File: config.mk
export PLATFORM = sky130hd
export DESIGN_NAME = decode_top
export DESIGN_NICKNAME = d
export VERILOG_FILES = /design/src/lc3b_pkg.sv /design/src/control_rom.sv /design/src/decode_stage.sv /design/src/decode_top.sv /design/src/hazard_detect.sv /design/src/regfile.sv
export SDC_FILE = /design/constraint.sdc
export NUM_CORES = 1
export LEC_CHECK = 0
export ABC_AREA = 1
export BUFFER_PORTS_ARGS = -buffer_cell sky130_fd_sc_hd__clkbuf_2
export CAP_MARGIN = 20
export CORE_UTILIZATION = 39
export DETAILED_ROUTE_END_ITERATION = 8
export REMOVE_ABC_BUFFERS = 1
export SKIP_LAST_GASP = 1
export SLEW_MARGIN = 20
export SYNTH_ARGS = -nofsm -noshare
export SYNTH_HDL_FRONTEND = slang
export SYNTH_SLANG_ARGS = --single-unit
File: constraint.sdc
create_clock -name clk -period 3.6 [get_ports clk]
set_input_delay 0.72 -clock clk [delete_from_list [all_inputs] [get_ports clk]]
set_output_delay 0.72 -clock clk [all_outputs]
set_load 0.01 [all_outputs]
File: src/lc3b_pkg.sv
package lc3b_pkg;

	// ======================================================================
	// widths
	// ======================================================================

	localparam int word_width   = 16;
	localparam int opcode_width = 4;
	localparam int reg_width    = 3;
	localparam int aluop_width  = 3;

	// the register file has one entry per index value
	localparam int num_regs = 8;

	typedef logic [word_width-1:0]   lc3b_word;
	typedef logic [opcode_width-1:0] lc3b_opcode;
	typedef logic [reg_width-1:0]    lc3b_reg;
	typedef logic [aluop_width-1:0]  lc3b_aluop;

	// ======================================================================
	// opcodes, as encoded in instr[15:12]
	// ======================================================================

	localparam lc3b_opcode op_br   = 4'd0;
	localparam lc3b_opcode op_add  = 4'd1;
	localparam lc3b_opcode op_ldb  = 4'd2;
	localparam lc3b_opcode op_stb  = 4'd3;
	localparam lc3b_opcode op_jsr  = 4'd4;
	localparam lc3b_opcode op_and  = 4'd5;
	localparam lc3b_opcode op_ldr  = 4'd6;
	localparam lc3b_opcode op_str  = 4'd7;
	localparam lc3b_opcode op_rti  = 4'd8;
	localparam lc3b_opcode op_not  = 4'd9;
	localparam lc3b_opcode op_ldi  = 4'd10;
	localparam lc3b_opcode op_sti  = 4'd11;
	localparam lc3b_opcode op_jmp  = 4'd12;
	localparam lc3b_opcode op_shf  = 4'd13;
	localparam lc3b_opcode op_lea  = 4'd14;
	localparam lc3b_opcode op_trap = 4'd15;

	// ======================================================================
	// ALU operations
	// ======================================================================

	localparam lc3b_aluop alu_add  = 3'd0;
	localparam lc3b_aluop alu_and  = 3'd1;
	localparam lc3b_aluop alu_not  = 3'd2;
	localparam lc3b_aluop alu_pass = 3'd3;
	localparam lc3b_aluop alu_sll  = 3'd4;
	localparam lc3b_aluop alu_srl  = 3'd5;
	localparam lc3b_aluop alu_sra  = 3'd6;

endpackage : lc3b_pkg

File: src/control_rom.sv
`timescale 1ns/1ps

module control_rom (
	input  lc3b_pkg::lc3b_opcode opcode,
	input  logic                 imm_check,
	input  logic                 jsr_check,
	input  logic                 rshf_check,
	output lc3b_pkg::lc3b_aluop  aluop,
	output logic [1:0]           sr2mux_sel,
	output logic [1:0]           addr2mux_sel,
	output logic [1:0]           drmux_sel,
	output logic                 load_cc,
	output logic                 load_regfile,
	output logic                 branch_stall,
	output logic                 mem_read,
	output logic                 mem_write,
	output logic                 addr1mux_sel,
	output logic                 regfilemux_sel,
	output logic                 memaddrmux_sel,
	output logic                 destmux_sel,
	output logic                 indirectaddrmux_sel,
	output logic                 sr1_needed,
	output logic                 sr2_needed,
	output logic                 lshf_enable
);

	always_comb begin
		aluop               = lc3b_pkg::alu_pass;
		sr2mux_sel          = 2'b00;
		addr2mux_sel        = 2'b00;
		drmux_sel           = 2'b00;
		load_cc             = 1'b0;
		load_regfile        = 1'b0;
		branch_stall        = 1'b0;
		mem_read            = 1'b0;
		mem_write           = 1'b0;
		addr1mux_sel        = 1'b0;
		regfilemux_sel      = 1'b0;
		memaddrmux_sel      = 1'b0;
		destmux_sel         = 1'b0;
		indirectaddrmux_sel = 1'b0;
		sr1_needed          = 1'b0;
		sr2_needed          = 1'b0;
		lshf_enable         = 1'b0;

		case (opcode)
			// bit 5 picks the immediate or the second source register
			lc3b_pkg::op_add, lc3b_pkg::op_and: begin
				aluop          = (opcode == lc3b_pkg::op_add) ? lc3b_pkg::alu_add
				                                             : lc3b_pkg::alu_and;
				sr1_needed     = 1'b1;
				sr2_needed     = !imm_check;
				sr2mux_sel     = imm_check ? 2'b01 : 2'b00;
				load_regfile   = 1'b1;
				load_cc        = 1'b1;
				drmux_sel      = 2'b11;
				regfilemux_sel = 1'b1;
			end
			lc3b_pkg::op_not: begin
				aluop        = lc3b_pkg::alu_not;
				sr1_needed   = 1'b1;
				load_regfile = 1'b1;
				load_cc      = 1'b1;
				drmux_sel    = 2'b11;
			end
			lc3b_pkg::op_shf: begin
				// bit 4 selects a right shift, then bit 5 makes it arithmetic
				if (!rshf_check)
					aluop = lc3b_pkg::alu_sll;
				else if (!imm_check)
					aluop = lc3b_pkg::alu_srl;
				else
					aluop = lc3b_pkg::alu_sra;
				sr1_needed   = 1'b1;
				sr2mux_sel   = 2'b10;
				load_regfile = 1'b1;
				load_cc      = 1'b1;
				drmux_sel    = 2'b11;
			end
			lc3b_pkg::op_ldr, lc3b_pkg::op_ldi, lc3b_pkg::op_ldb: begin
				sr1_needed   = 1'b1;
				mem_read     = 1'b1;
				load_regfile = 1'b1;
				load_cc      = 1'b1;
				addr1mux_sel = 1'b1;
				addr2mux_sel = 2'b01;
				drmux_sel    = 2'b01;
				lshf_enable  = (opcode == lc3b_pkg::op_ldb);
			end
			lc3b_pkg::op_str, lc3b_pkg::op_stb: begin
				sr1_needed   = 1'b1;
				mem_write    = 1'b1;
				addr1mux_sel = 1'b1;
				addr2mux_sel = 2'b01;
				lshf_enable  = (opcode == lc3b_pkg::op_stb);
			end
			lc3b_pkg::op_sti: begin
				// first access of STI reads the pointer
				sr1_needed   = 1'b1;
				mem_read     = 1'b1;
				addr1mux_sel = 1'b1;
				addr2mux_sel = 2'b01;
			end
			lc3b_pkg::op_br: begin
				addr2mux_sel = 2'b10;
			end
			lc3b_pkg::op_lea: begin
				addr2mux_sel = 2'b10;
				load_regfile = 1'b1;
				load_cc      = 1'b1;
			end
			lc3b_pkg::op_jmp: begin
				sr1_needed   = 1'b1;
				addr1mux_sel = 1'b1;
			end
			lc3b_pkg::op_jsr: begin
				// bit 11 clear is JSRR, the target comes from a register
				destmux_sel  = 1'b1;
				load_regfile = 1'b1;
				drmux_sel    = 2'b10;
				sr1_needed   = !jsr_check;
				addr1mux_sel = !jsr_check;
				addr2mux_sel = jsr_check ? 2'b11 : 2'b00;
			end
			lc3b_pkg::op_trap: begin
				destmux_sel    = 1'b1;
				load_regfile   = 1'b1;
				drmux_sel      = 2'b10;
				memaddrmux_sel = 1'b1;
				mem_read       = 1'b1;
			end
			default: begin
				// RTI and anything unknown decode to an empty control word
				aluop = '0;
			end
		endcase
	end

	always_comb begin
		assert (!(mem_read && mem_write))
			else $error("control_rom: read and write decoded together");
	end

endmodule : control_rom

File: src/decode_stage.sv
`timescale 1ns/1ps

module decode_stage (
	input  logic                 clk,
	input  logic                 reset,
	input  logic                 id_valid,
	input  logic                 stall,
	input  lc3b_pkg::lc3b_word   instr,
	input  lc3b_pkg::lc3b_word   pc,
	input  logic                 destmux_sel,
	input  lc3b_pkg::lc3b_word   sr1_data,
	input  lc3b_pkg::lc3b_word   sr2_data,
	input  lc3b_pkg::lc3b_aluop  aluop,
	input  logic [1:0]           sr2mux_sel,
	input  logic [1:0]           addr2mux_sel,
	input  logic [1:0]           drmux_sel,
	input  logic                 load_cc,
	input  logic                 load_regfile,
	input  logic                 branch_stall,
	input  logic                 mem_read,
	input  logic                 mem_write,
	input  logic                 addr1mux_sel,
	input  logic                 regfilemux_sel,
	input  logic                 memaddrmux_sel,
	input  logic                 indirectaddrmux_sel,
	input  logic                 lshf_enable,
	output logic                 ex_valid,
	output lc3b_pkg::lc3b_opcode ex_opcode,
	output lc3b_pkg::lc3b_aluop  ex_aluop,
	output logic                 ex_load_cc,
	output logic                 ex_load_regfile,
	output logic                 ex_branch_stall,
	output logic                 ex_mem_read,
	output logic                 ex_mem_write,
	output logic [1:0]           ex_sr2mux_sel,
	output logic                 ex_addr1mux_sel,
	output logic [1:0]           ex_addr2mux_sel,
	output logic [1:0]           ex_drmux_sel,
	output logic                 ex_regfilemux_sel,
	output logic                 ex_memaddrmux_sel,
	output logic                 ex_indirectaddrmux_sel,
	output logic                 ex_lshf_enable,
	output lc3b_pkg::lc3b_reg    ex_dest,
	output lc3b_pkg::lc3b_word   ex_sr1_data,
	output lc3b_pkg::lc3b_word   ex_sr2_data,
	output lc3b_pkg::lc3b_word   ex_instr,
	output lc3b_pkg::lc3b_word   ex_pc
);

	logic              load_en;
	lc3b_pkg::lc3b_reg dest;

	assign load_en = id_valid && !stall;

	// JSR and TRAP link through R7
	assign dest = destmux_sel ? lc3b_pkg::lc3b_reg'(7) : instr[11:9];

	// ======================================================================
	// control half is zeroed on reset and on every bubble
	// ======================================================================

	always_ff @(posedge clk) begin
		if (reset || !load_en) begin
			ex_valid               <= 1'b0;
			ex_opcode              <= '0;
			ex_aluop               <= '0;
			ex_load_cc             <= 1'b0;
			ex_load_regfile        <= 1'b0;
			ex_branch_stall        <= 1'b0;
			ex_mem_read            <= 1'b0;
			ex_mem_write           <= 1'b0;
			ex_sr2mux_sel          <= '0;
			ex_addr1mux_sel        <= 1'b0;
			ex_addr2mux_sel        <= '0;
			ex_drmux_sel           <= '0;
			ex_regfilemux_sel      <= 1'b0;
			ex_memaddrmux_sel      <= 1'b0;
			ex_indirectaddrmux_sel <= 1'b0;
			ex_lshf_enable         <= 1'b0;
		end else begin
			ex_valid               <= 1'b1;
			ex_opcode              <= instr[15:12];
			ex_aluop               <= aluop;
			ex_load_cc             <= load_cc;
			ex_load_regfile        <= load_regfile;
			ex_branch_stall        <= branch_stall;
			ex_mem_read            <= mem_read;
			ex_mem_write           <= mem_write;
			ex_sr2mux_sel          <= sr2mux_sel;
			ex_addr1mux_sel        <= addr1mux_sel;
			ex_addr2mux_sel        <= addr2mux_sel;
			ex_drmux_sel           <= drmux_sel;
			ex_regfilemux_sel      <= regfilemux_sel;
			ex_memaddrmux_sel      <= memaddrmux_sel;
			ex_indirectaddrmux_sel <= indirectaddrmux_sel;
			ex_lshf_enable         <= lshf_enable;
		end
	end

	// ======================================================================
	// payload half only matters while ex_valid is high
	// ======================================================================

	always_ff @(posedge clk) begin
		if (load_en) begin
			ex_instr    <= instr;
			ex_pc       <= pc;
			ex_dest     <= dest;
			ex_sr1_data <= sr1_data;
			ex_sr2_data <= sr2_data;
		end
	end

	// a stalled instruction must still be in decode when the stall drops
	stall_holds_fetch: assert property (
		@(posedge clk) disable iff (reset)
		stall |=> ($stable(instr) && $stable(pc) && $stable(id_valid))
	) else $error("decode_stage: fetch changed its slot during a stall");

endmodule : decode_stage

File: src/decode_top.sv
`timescale 1ns/1ps

module decode_top (
	input  logic                 clk,
	input  logic                 reset,
	input  lc3b_pkg::lc3b_word   instr,
	input  lc3b_pkg::lc3b_word   pc,
	input  logic                 id_valid,
	input  logic                 wb_enable,
	input  lc3b_pkg::lc3b_reg    wb_reg,
	input  lc3b_pkg::lc3b_word   wb_data,
	output logic                 stall,
	output logic                 ex_valid,
	output lc3b_pkg::lc3b_opcode ex_opcode,
	output lc3b_pkg::lc3b_aluop  ex_aluop,
	output logic                 ex_load_cc,
	output logic                 ex_load_regfile,
	output logic                 ex_branch_stall,
	output logic                 ex_mem_read,
	output logic                 ex_mem_write,
	output logic [1:0]           ex_sr2mux_sel,
	output logic                 ex_addr1mux_sel,
	output logic [1:0]           ex_addr2mux_sel,
	output logic [1:0]           ex_drmux_sel,
	output logic                 ex_regfilemux_sel,
	output logic                 ex_memaddrmux_sel,
	output logic                 ex_indirectaddrmux_sel,
	output logic                 ex_lshf_enable,
	output lc3b_pkg::lc3b_reg    ex_dest,
	output lc3b_pkg::lc3b_word   ex_sr1_data,
	output lc3b_pkg::lc3b_word   ex_sr2_data,
	output lc3b_pkg::lc3b_word   ex_instr,
	output lc3b_pkg::lc3b_word   ex_pc
);

	lc3b_pkg::lc3b_opcode opcode;
	lc3b_pkg::lc3b_reg    sr1;
	lc3b_pkg::lc3b_reg    sr2;
	lc3b_pkg::lc3b_word   sr1_data;
	lc3b_pkg::lc3b_word   sr2_data;
	lc3b_pkg::lc3b_aluop  aluop;
	logic [1:0]           sr2mux_sel;
	logic [1:0]           addr2mux_sel;
	logic [1:0]           drmux_sel;
	logic                 load_cc;
	logic                 load_regfile;
	logic                 branch_stall;
	logic                 mem_read;
	logic                 mem_write;
	logic                 addr1mux_sel;
	logic                 regfilemux_sel;
	logic                 memaddrmux_sel;
	logic                 destmux_sel;
	logic                 indirectaddrmux_sel;
	logic                 sr1_needed;
	logic                 sr2_needed;
	logic                 lshf_enable;

	assign opcode = instr[15:12];
	assign sr1    = instr[8:6];
	assign sr2    = instr[2:0];

	control_rom u_control_rom (
		.opcode              (opcode),
		.imm_check           (instr[5]),
		.jsr_check           (instr[11]),
		.rshf_check          (instr[4]),
		.aluop               (aluop),
		.sr2mux_sel          (sr2mux_sel),
		.addr2mux_sel        (addr2mux_sel),
		.drmux_sel           (drmux_sel),
		.load_cc             (load_cc),
		.load_regfile        (load_regfile),
		.branch_stall        (branch_stall),
		.mem_read            (mem_read),
		.mem_write           (mem_write),
		.addr1mux_sel        (addr1mux_sel),
		.regfilemux_sel      (regfilemux_sel),
		.memaddrmux_sel      (memaddrmux_sel),
		.destmux_sel         (destmux_sel),
		.indirectaddrmux_sel (indirectaddrmux_sel),
		.sr1_needed          (sr1_needed),
		.sr2_needed          (sr2_needed),
		.lshf_enable         (lshf_enable)
	);

	regfile u_regfile (
		.clk       (clk),
		.reset     (reset),
		.wb_enable (wb_enable),
		.wb_reg    (wb_reg),
		.wb_data   (wb_data),
		.sr1       (sr1),
		.sr2       (sr2),
		.sr1_data  (sr1_data),
		.sr2_data  (sr2_data)
	);

	hazard_detect u_hazard_detect (
		.id_valid        (id_valid),
		.sr1             (sr1),
		.sr2             (sr2),
		.sr1_needed      (sr1_needed),
		.sr2_needed      (sr2_needed),
		.ex_valid        (ex_valid),
		.ex_mem_read     (ex_mem_read),
		.ex_load_regfile (ex_load_regfile),
		.ex_dest         (ex_dest),
		.stall           (stall)
	);

	decode_stage u_decode_stage (
		.clk                    (clk),
		.reset                  (reset),
		.id_valid               (id_valid),
		.stall                  (stall),
		.instr                  (instr),
		.pc                     (pc),
		.destmux_sel            (destmux_sel),
		.sr1_data               (sr1_data),
		.sr2_data               (sr2_data),
		.aluop                  (aluop),
		.sr2mux_sel             (sr2mux_sel),
		.addr2mux_sel           (addr2mux_sel),
		.drmux_sel              (drmux_sel),
		.load_cc                (load_cc),
		.load_regfile           (load_regfile),
		.branch_stall           (branch_stall),
		.mem_read               (mem_read),
		.mem_write              (mem_write),
		.addr1mux_sel           (addr1mux_sel),
		.regfilemux_sel         (regfilemux_sel),
		.memaddrmux_sel         (memaddrmux_sel),
		.indirectaddrmux_sel    (indirectaddrmux_sel),
		.lshf_enable            (lshf_enable),
		.ex_valid               (ex_valid),
		.ex_opcode              (ex_opcode),
		.ex_aluop               (ex_aluop),
		.ex_load_cc             (ex_load_cc),
		.ex_load_regfile        (ex_load_regfile),
		.ex_branch_stall        (ex_branch_stall),
		.ex_mem_read            (ex_mem_read),
		.ex_mem_write           (ex_mem_write),
		.ex_sr2mux_sel          (ex_sr2mux_sel),
		.ex_addr1mux_sel        (ex_addr1mux_sel),
		.ex_addr2mux_sel        (ex_addr2mux_sel),
		.ex_drmux_sel           (ex_drmux_sel),
		.ex_regfilemux_sel      (ex_regfilemux_sel),
		.ex_memaddrmux_sel      (ex_memaddrmux_sel),
		.ex_indirectaddrmux_sel (ex_indirectaddrmux_sel),
		.ex_lshf_enable         (ex_lshf_enable),
		.ex_dest                (ex_dest),
		.ex_sr1_data            (ex_sr1_data),
		.ex_sr2_data            (ex_sr2_data),
		.ex_instr               (ex_instr),
		.ex_pc                  (ex_pc)
	);

endmodule : decode_top

File: src/hazard_detect.sv
`timescale 1ns/1ps

module hazard_detect (
	input  logic              id_valid,
	input  lc3b_pkg::lc3b_reg sr1,
	input  lc3b_pkg::lc3b_reg sr2,
	input  logic              sr1_needed,
	input  logic              sr2_needed,
	input  logic              ex_valid,
	input  logic              ex_mem_read,
	input  logic              ex_load_regfile,
	input  lc3b_pkg::lc3b_reg ex_dest,
	output logic              stall
);

	logic ex_is_load;
	logic sr1_hit;
	logic sr2_hit;

	// the loaded value is not ready until after execute
	assign ex_is_load = ex_valid && ex_mem_read && ex_load_regfile;

	assign sr1_hit = sr1_needed && (ex_dest == sr1);
	assign sr2_hit = sr2_needed && (ex_dest == sr2);

	assign stall = id_valid && ex_is_load && (sr1_hit || sr2_hit);

endmodule : hazard_detect

File: src/regfile.sv
`timescale 1ns/1ps

module regfile (
	input  logic               clk,
	input  logic               reset,
	input  logic               wb_enable,
	input  lc3b_pkg::lc3b_reg  wb_reg,
	input  lc3b_pkg::lc3b_word wb_data,
	input  lc3b_pkg::lc3b_reg  sr1,
	input  lc3b_pkg::lc3b_reg  sr2,
	output lc3b_pkg::lc3b_word sr1_data,
	output lc3b_pkg::lc3b_word sr2_data
);

	lc3b_pkg::lc3b_word regs [lc3b_pkg::num_regs];

	always_ff @(posedge clk) begin
		if (reset) begin
			for (int i = 0; i < lc3b_pkg::num_regs; i++)
				regs[i] <= '0;
		end else if (wb_enable) begin
			regs[wb_reg] <= wb_data;
		end
	end

	// a write in the same cycle is forwarded so decode sees the new value
	assign sr1_data = (wb_enable && wb_reg == sr1) ? wb_data : regs[sr1];
	assign sr2_data = (wb_enable && wb_reg == sr2) ? wb_data : regs[sr2];

	wb_data_known: assert property (
		@(posedge clk) disable iff (reset)
		wb_enable |-> !$isunknown(wb_data)
	) else $error("regfile: write-back data has unknown bits");

endmodule : regfile

# Word level (Yosys, flattened, before mapping)
# Memory sizes are Yosys's and may differ from the RTL's.
# Cells that the tools add are included.
[word_totals]
ff_bits = 89
mem_bits_rw = 128
in_bits = 55
output_inout_bits = 92
wordCells = 99
memories = 1
[op_classes]
n_eq_ne = 18
n_mux = 31
n_reduce_logical = 30
[memory_table]
columns = ["memory", "words", "word_bits", "read_ports", "rd_clocked_by_memory_dff", "wr", "line_no", "source"]
rows = [
  ["u_regfile.regs", 8, 16, 2, 0, 8, "regfile.sv:15", "lc3b_pkg::lc3b_word regs [lc3b_pkg::num_regs];"],
]
[ops]
columns = ["operator", "n"]
rows = [
  ["16-bit two-way mux", 3],
  ["4-bit == test (second input constant)", 7],
  ["11-bit OR reduction", 2],
  ["1-bit two-way mux", 17],
  ["4-bit by 3-bit == test with 1-bit output (second input constant)", 4],
  ["16-bit OR reduction", 1],
  ["3-bit == test", 4],
  ["2-bit one-hot mux with 3 select lines", 2],
  ["3-bit one-hot mux with 4 select lines", 1],
  ["10-bit OR reduction", 1],
  ["1-bit logical AND", 9],
  ["4-bit by 2-bit == test with 1-bit output (second input constant)", 2],
  ["2-bit OR reduction", 4],
  ["8-bit OR reduction", 1],
  ["7-bit OR reduction", 1],
  ["3-bit two-way mux", 2],
  ["1-bit one-hot mux with 2 select lines", 3],
  ["6-bit OR reduction", 1],
  ["5-bit OR reduction", 1],
  ["4-bit by 1-bit == test with 1-bit output (second input constant)", 1],
  ["1-bit zero test", 4],
  ["4-bit zero test", 1],
  ["2-bit two-way mux", 2],
  ["2-bit one-hot mux with 2 select lines", 1],
  ["3 further kinds", 4],
]

# Longest topological paths before layout
[depth]
word_depth = 11
ltp_mapped = 11
mapped_depth_nobuf = 9

# Hierarchy
# Synthesis repeated with hierarchy kept, for this count alone.
[unflattened]
hier_cells = 1308
hier_area_um2 = 11119.4
[modules_own_cells]
columns = ["module", "n_inst", "cells_per_inst", "area_per_inst_um2", "seq_area_each_um2"]
rows = [
  ["regfile", 1, 1057, 7762.4, 3843.7],
  ["decode_stage", 1, 148, 2800.2, 2492.4],
  ["control_rom", 1, 69, 416.6, 0.0],
  ["hazard_detect", 1, 34, 140.1, 0.0],
]

# Least setup slack after synthesis
# OpenSTA, ideal clock, no wires.
[synth_timing]
kind = "input to register"
startpoint = "input instr[6]"
endpoint = "register u_decode_stage.ex_dest[0] (enable)"
setup_ps = 421
arrival_ps = 2656
required_ps = 3179
setup_slack_ps = 523
stages = 10
n_path_buf = 1
path_cell_list = "buf_2 -> inv_2 -> nand2_1 -> nand2_1 -> nor2_1 -> nand3_1 -> nand2_1 -> nand2_2 -> nand2_1 -> inv_1"
[synth_via]
elab_chain_cells = 6
[synth_rtl]
columns = ["item", "line_no", "source"]
rows = [
  ["from (decl)", "decode_top.sv:6", "input lc3b_pkg::lc3b_word instr,"],
  ["3-bit == test", "hazard_detect.sv:23", "assign sr1_hit = sr1_needed && (ex_dest == sr1);"],
  ["1-bit logical AND", "hazard_detect.sv:23", ""],
  ["1-bit logical OR", "hazard_detect.sv:26", "assign stall = id_valid && ex_is_load && (sr1_hit || sr2_hit);"],
  ["1-bit logical AND", "hazard_detect.sv:26", ""],
  ["1-bit zero test", "decode_stage.sv:53", "assign load_en = id_valid && !stall;"],
  ["1-bit logical AND", "decode_stage.sv:53", ""],
  ["net u_decode_stage.load_en", "decode_stage.sv:50", "logic load_en;"],
  ["to (signal assigned)", "decode_stage.sv:108", "ex_dest <= dest;"],
  ["to (decl)", "decode_stage.sv:43", "output lc3b_pkg::lc3b_reg ex_dest,"],
]
# The timed path passes the listed nets, and every way through them passes these cells.
# A chain may end at the register's enable or synchronous reset.

# Final worst setup path
[layout_timing]
startpoint = "input instr[6]"
endpoint = "output stall"
[layout_via]
elab_chain_cells = 4
[layout_rtl]
columns = ["item", "line_no", "source"]
rows = [
  ["3-bit == test", "hazard_detect.sv:23", ""],
  ["1-bit logical AND", "hazard_detect.sv:23", ""],
  ["1-bit logical OR", "hazard_detect.sv:26", ""],
  ["1-bit logical AND", "hazard_detect.sv:26", ""],
  ["to (decl)", "decode_top.sv:12", "output logic stall,"],
]
# No other way between the ends.

==> metrics <==
status=finished, final reports clean; Post-synth top flop=edfxtp_1; Synth area leader=edfxtp_1; Hold WS=0.370 ns; number of synthesized register bits=217; total gr overflow=0; pin count of the biggest net entering global routing=69; footprint of the multi-input gates=3100 µm²; Synth warnings=0; drt drc=0; CP max stage delay=0.35 ns; worst r2r src=u_decode_stage.ex_dest[1]$_SDFFCE_PP1P_; mapped cell area=10100 µm²; Worst Tran Pin Value=0.806 ns; Post-Syn Instances=1032; storage element area=6300 µm²; Synth top area share=0.578; Core ar.=25300 µm²; Root Driver=clkbuf_16; Worst-Skew Late Latency=0.52 ns; Post-synth EDFFs=195; Final Setup Violations=0; Seq/Total Area, Yosys=0.622; Pwr per Cell Area=510 nW/µm²; Max transition margin=0.463; synthesized area per cell=9.81 µm²; 1st-pass router iterations=5; WL/cell=18.0 µm; via count=8007; slowest stage cell on the critical path=buf_4; total CTS buffers=24; Post-CTS Setup Bufs=0; worst path bufs/invs=4; drt initial violations=625; fraction of layout cells with a size suffix above 1=0.198; crit-path leading delay family=buffers and inverters; largest cells by area after synthesis=edfxtp_1, nor2_1, nand3_1, o211ai_1, o21ai_0; hold path start=pc[3]; Post-CTS Resized=0; initial antenna violation count=0; Post-Layout Cell Count=1504; worst hold path class=in -> reg; Setup crit end kind=output pin; Worst Path Required=2.88 ns; first-pass GRT wire length=41800 µm; hold path cells=1; worst clock skew=0.0107 ns; fin util=0.471; Final Hold Viols=0; worst-path cell chain=buf_4 -> inv_2 -> nand2_1 -> nand2_1 -> nor2_1 -> nand3_1 -> nand2_1 -> nand2_2 -> inv_1 -> clkbuf_2; crit-path most repeated cell=nand2_1; met2 wire length=12700 µm; FF-to-FF path depth=9; Die Ht=163 µm; vias per cell=5.32; Setup CP Type=in -> out; CTS H-tree depth=1; Slew Viols, Final=0; peak supply drop=0.313 mV; Tmin final=2.59 ns; uppermost routed layer=met4; RePlAce Congestion=0.859; Layout Area Growth over Synthesis=17.9%; Sink Count=217; Async SR Flop Fraction=0; Total Nets Final=1217; Commonest cells post-synth=edfxtp_1, nor2_1, nand2_1; Peak Freq=386 MHz; Starting Density=0.400; die area=26600 µm²; Fillers=2356; Yosys cell types=29; Leakage=4.90 nW; Max-cap violations=0; DRT met1 WL=11400 µm; cts hold-fix bufs=0; Placed Instances=1466; period utilization=0.720; Final Power=0.00608 W; # rows=58; crit start category=input port; Worst Path Arrival=1.87 ns; Port Buf Inserts=144; IO Count=147; Routed WL=27100 µm; Met3 Routed Length=2030 µm; reg2reg setup slack=1.58 ns; unrepaired setup endpoints after global routing=no; post-DP HPWL=16900 µm; hold endpoint=u_decode_stage.ex_pc[3]$_DFFE_PP_; clock slew seen by the registers of the worst setup and hold paths=0.06 ns; Chip Width=163 µm; CP max FO=37; post-route ant nets=0; n_diodes=0; vias in the first global route=7574; Max Buffers Root-to-Sink=3; RR Endpoint=u_decode_stage.ex_pc[6]$_DFFE_PP_; setup TNS=0 ns; most frequent cell after synthesis=edfxtp_1; GRT Util Overall=0.205; CTS tree=built
## metrics by stage
step / worst slack [ns] / instance area [µm²]
global route: 0.888 / 11900
floorplan: 0.625 / 9790
detailed placement: 0.804 / 11100
finish: 1.01 / 11900
global placement: 0.863 / 11100
CTS: 0.990 / 11900
## cell families after synthesis
| logic type | after synthesis | share of synthesized area |
|---|---|---|
| AOI/OAI and AO/OA | 242 | 0.137 |
| xor gates and xnor gates | 2 | 0.00173 |
| buffers and inverters | 173 | 0.0729 |
| DFF | 217 | 0.622 |
| other | 1 | 0.000370 |
| and+or+nand+nor | 397 | 0.166 |
## layer usage
layer / track usage / vias up
met2: 0.327 / 325
met4: 0.0913 / 0
met1: 0.275 / 3782
met3: 0.0312 / 66
li1: - / 3834
met5: 0 / -
## worst reg2reg max path: cells and delay by family, from the launching register on
kind          cells  cell delay (ns)
buf+inv           2             0.71
simple gates      7             0.59
flops             1             0.45
## layout by cell type (no fill, tap or decap), types with 17 or more instances in the layout
cell       count
edfxtp_1     195
clkbuf_16     29
nand2_1      103
o21ai_0       90
inv_1         82
dfxtp_1       22
o211ai_1      63
nor2_1       172
clkbuf_2     142
clkinv_1      17
buf_4         27
nand3_1      101
a21oi_1       65
## power breakdown
group | internal (W) | switching [W] | total [W]
logic | 0.000210 | 0.000436 | 0.000646
clock network | 0.00148 | 0.000975 | 0.00246
registers | 0.00292 | 0.0000562 | 0.00298
total | 0.00462 | 0.00147 | 0.00608
## final cells by class
| class | count | area share |
|---|---|---|
| sequential | 217 | 0.528 |
| multi-input combinational | 643 | 0.259 |
| timing repair buffer | 170 | 0.0782 |
| clock buffer | 35 | 0.0652 |
| tap | 330 | 0.0346 |
| inverter | 106 | 0.0337 |
| clock inverter | 3 | 0.00136 |
## how the worst max path moves through the flow
stage,startpoint,to,slack [ns],cells past startpoint
final,instr[6],stall,1.01,10
after global placement,instr[6],u_decode_stage.ex_pc[6]$_DFFE_PP_,0.86,11
after floorplan,instr[12],u_decode_stage.ex_dest[0]$_SDFFCE_PP1P_,0.62,9
after detailed placement,instr[6],u_decode_stage.ex_pc[6]$_DFFE_PP_,0.80,11
after CTS,instr[6],stall,0.99,10
after global routing,instr[6],stall,0.89,10
## sequential cells by signal, summed over array words and instances, names as in the netlist, 2 cells and up
register,count
u_regfile.regs,128
u_decode_stage.ex_instr,16
u_decode_stage.ex_pc,16
u_decode_stage.ex_sr1_data,16
u_decode_stage.ex_sr2_data,16
u_decode_stage.ex_opcode,4
u_decode_stage.ex_aluop,3
u_decode_stage.ex_dest,3
u_decode_stage.ex_addr2mux_sel,2
u_decode_stage.ex_drmux_sel,2
u_decode_stage.ex_sr2mux_sel,2
Note: power is estimated with default switching activity, not from simulation.
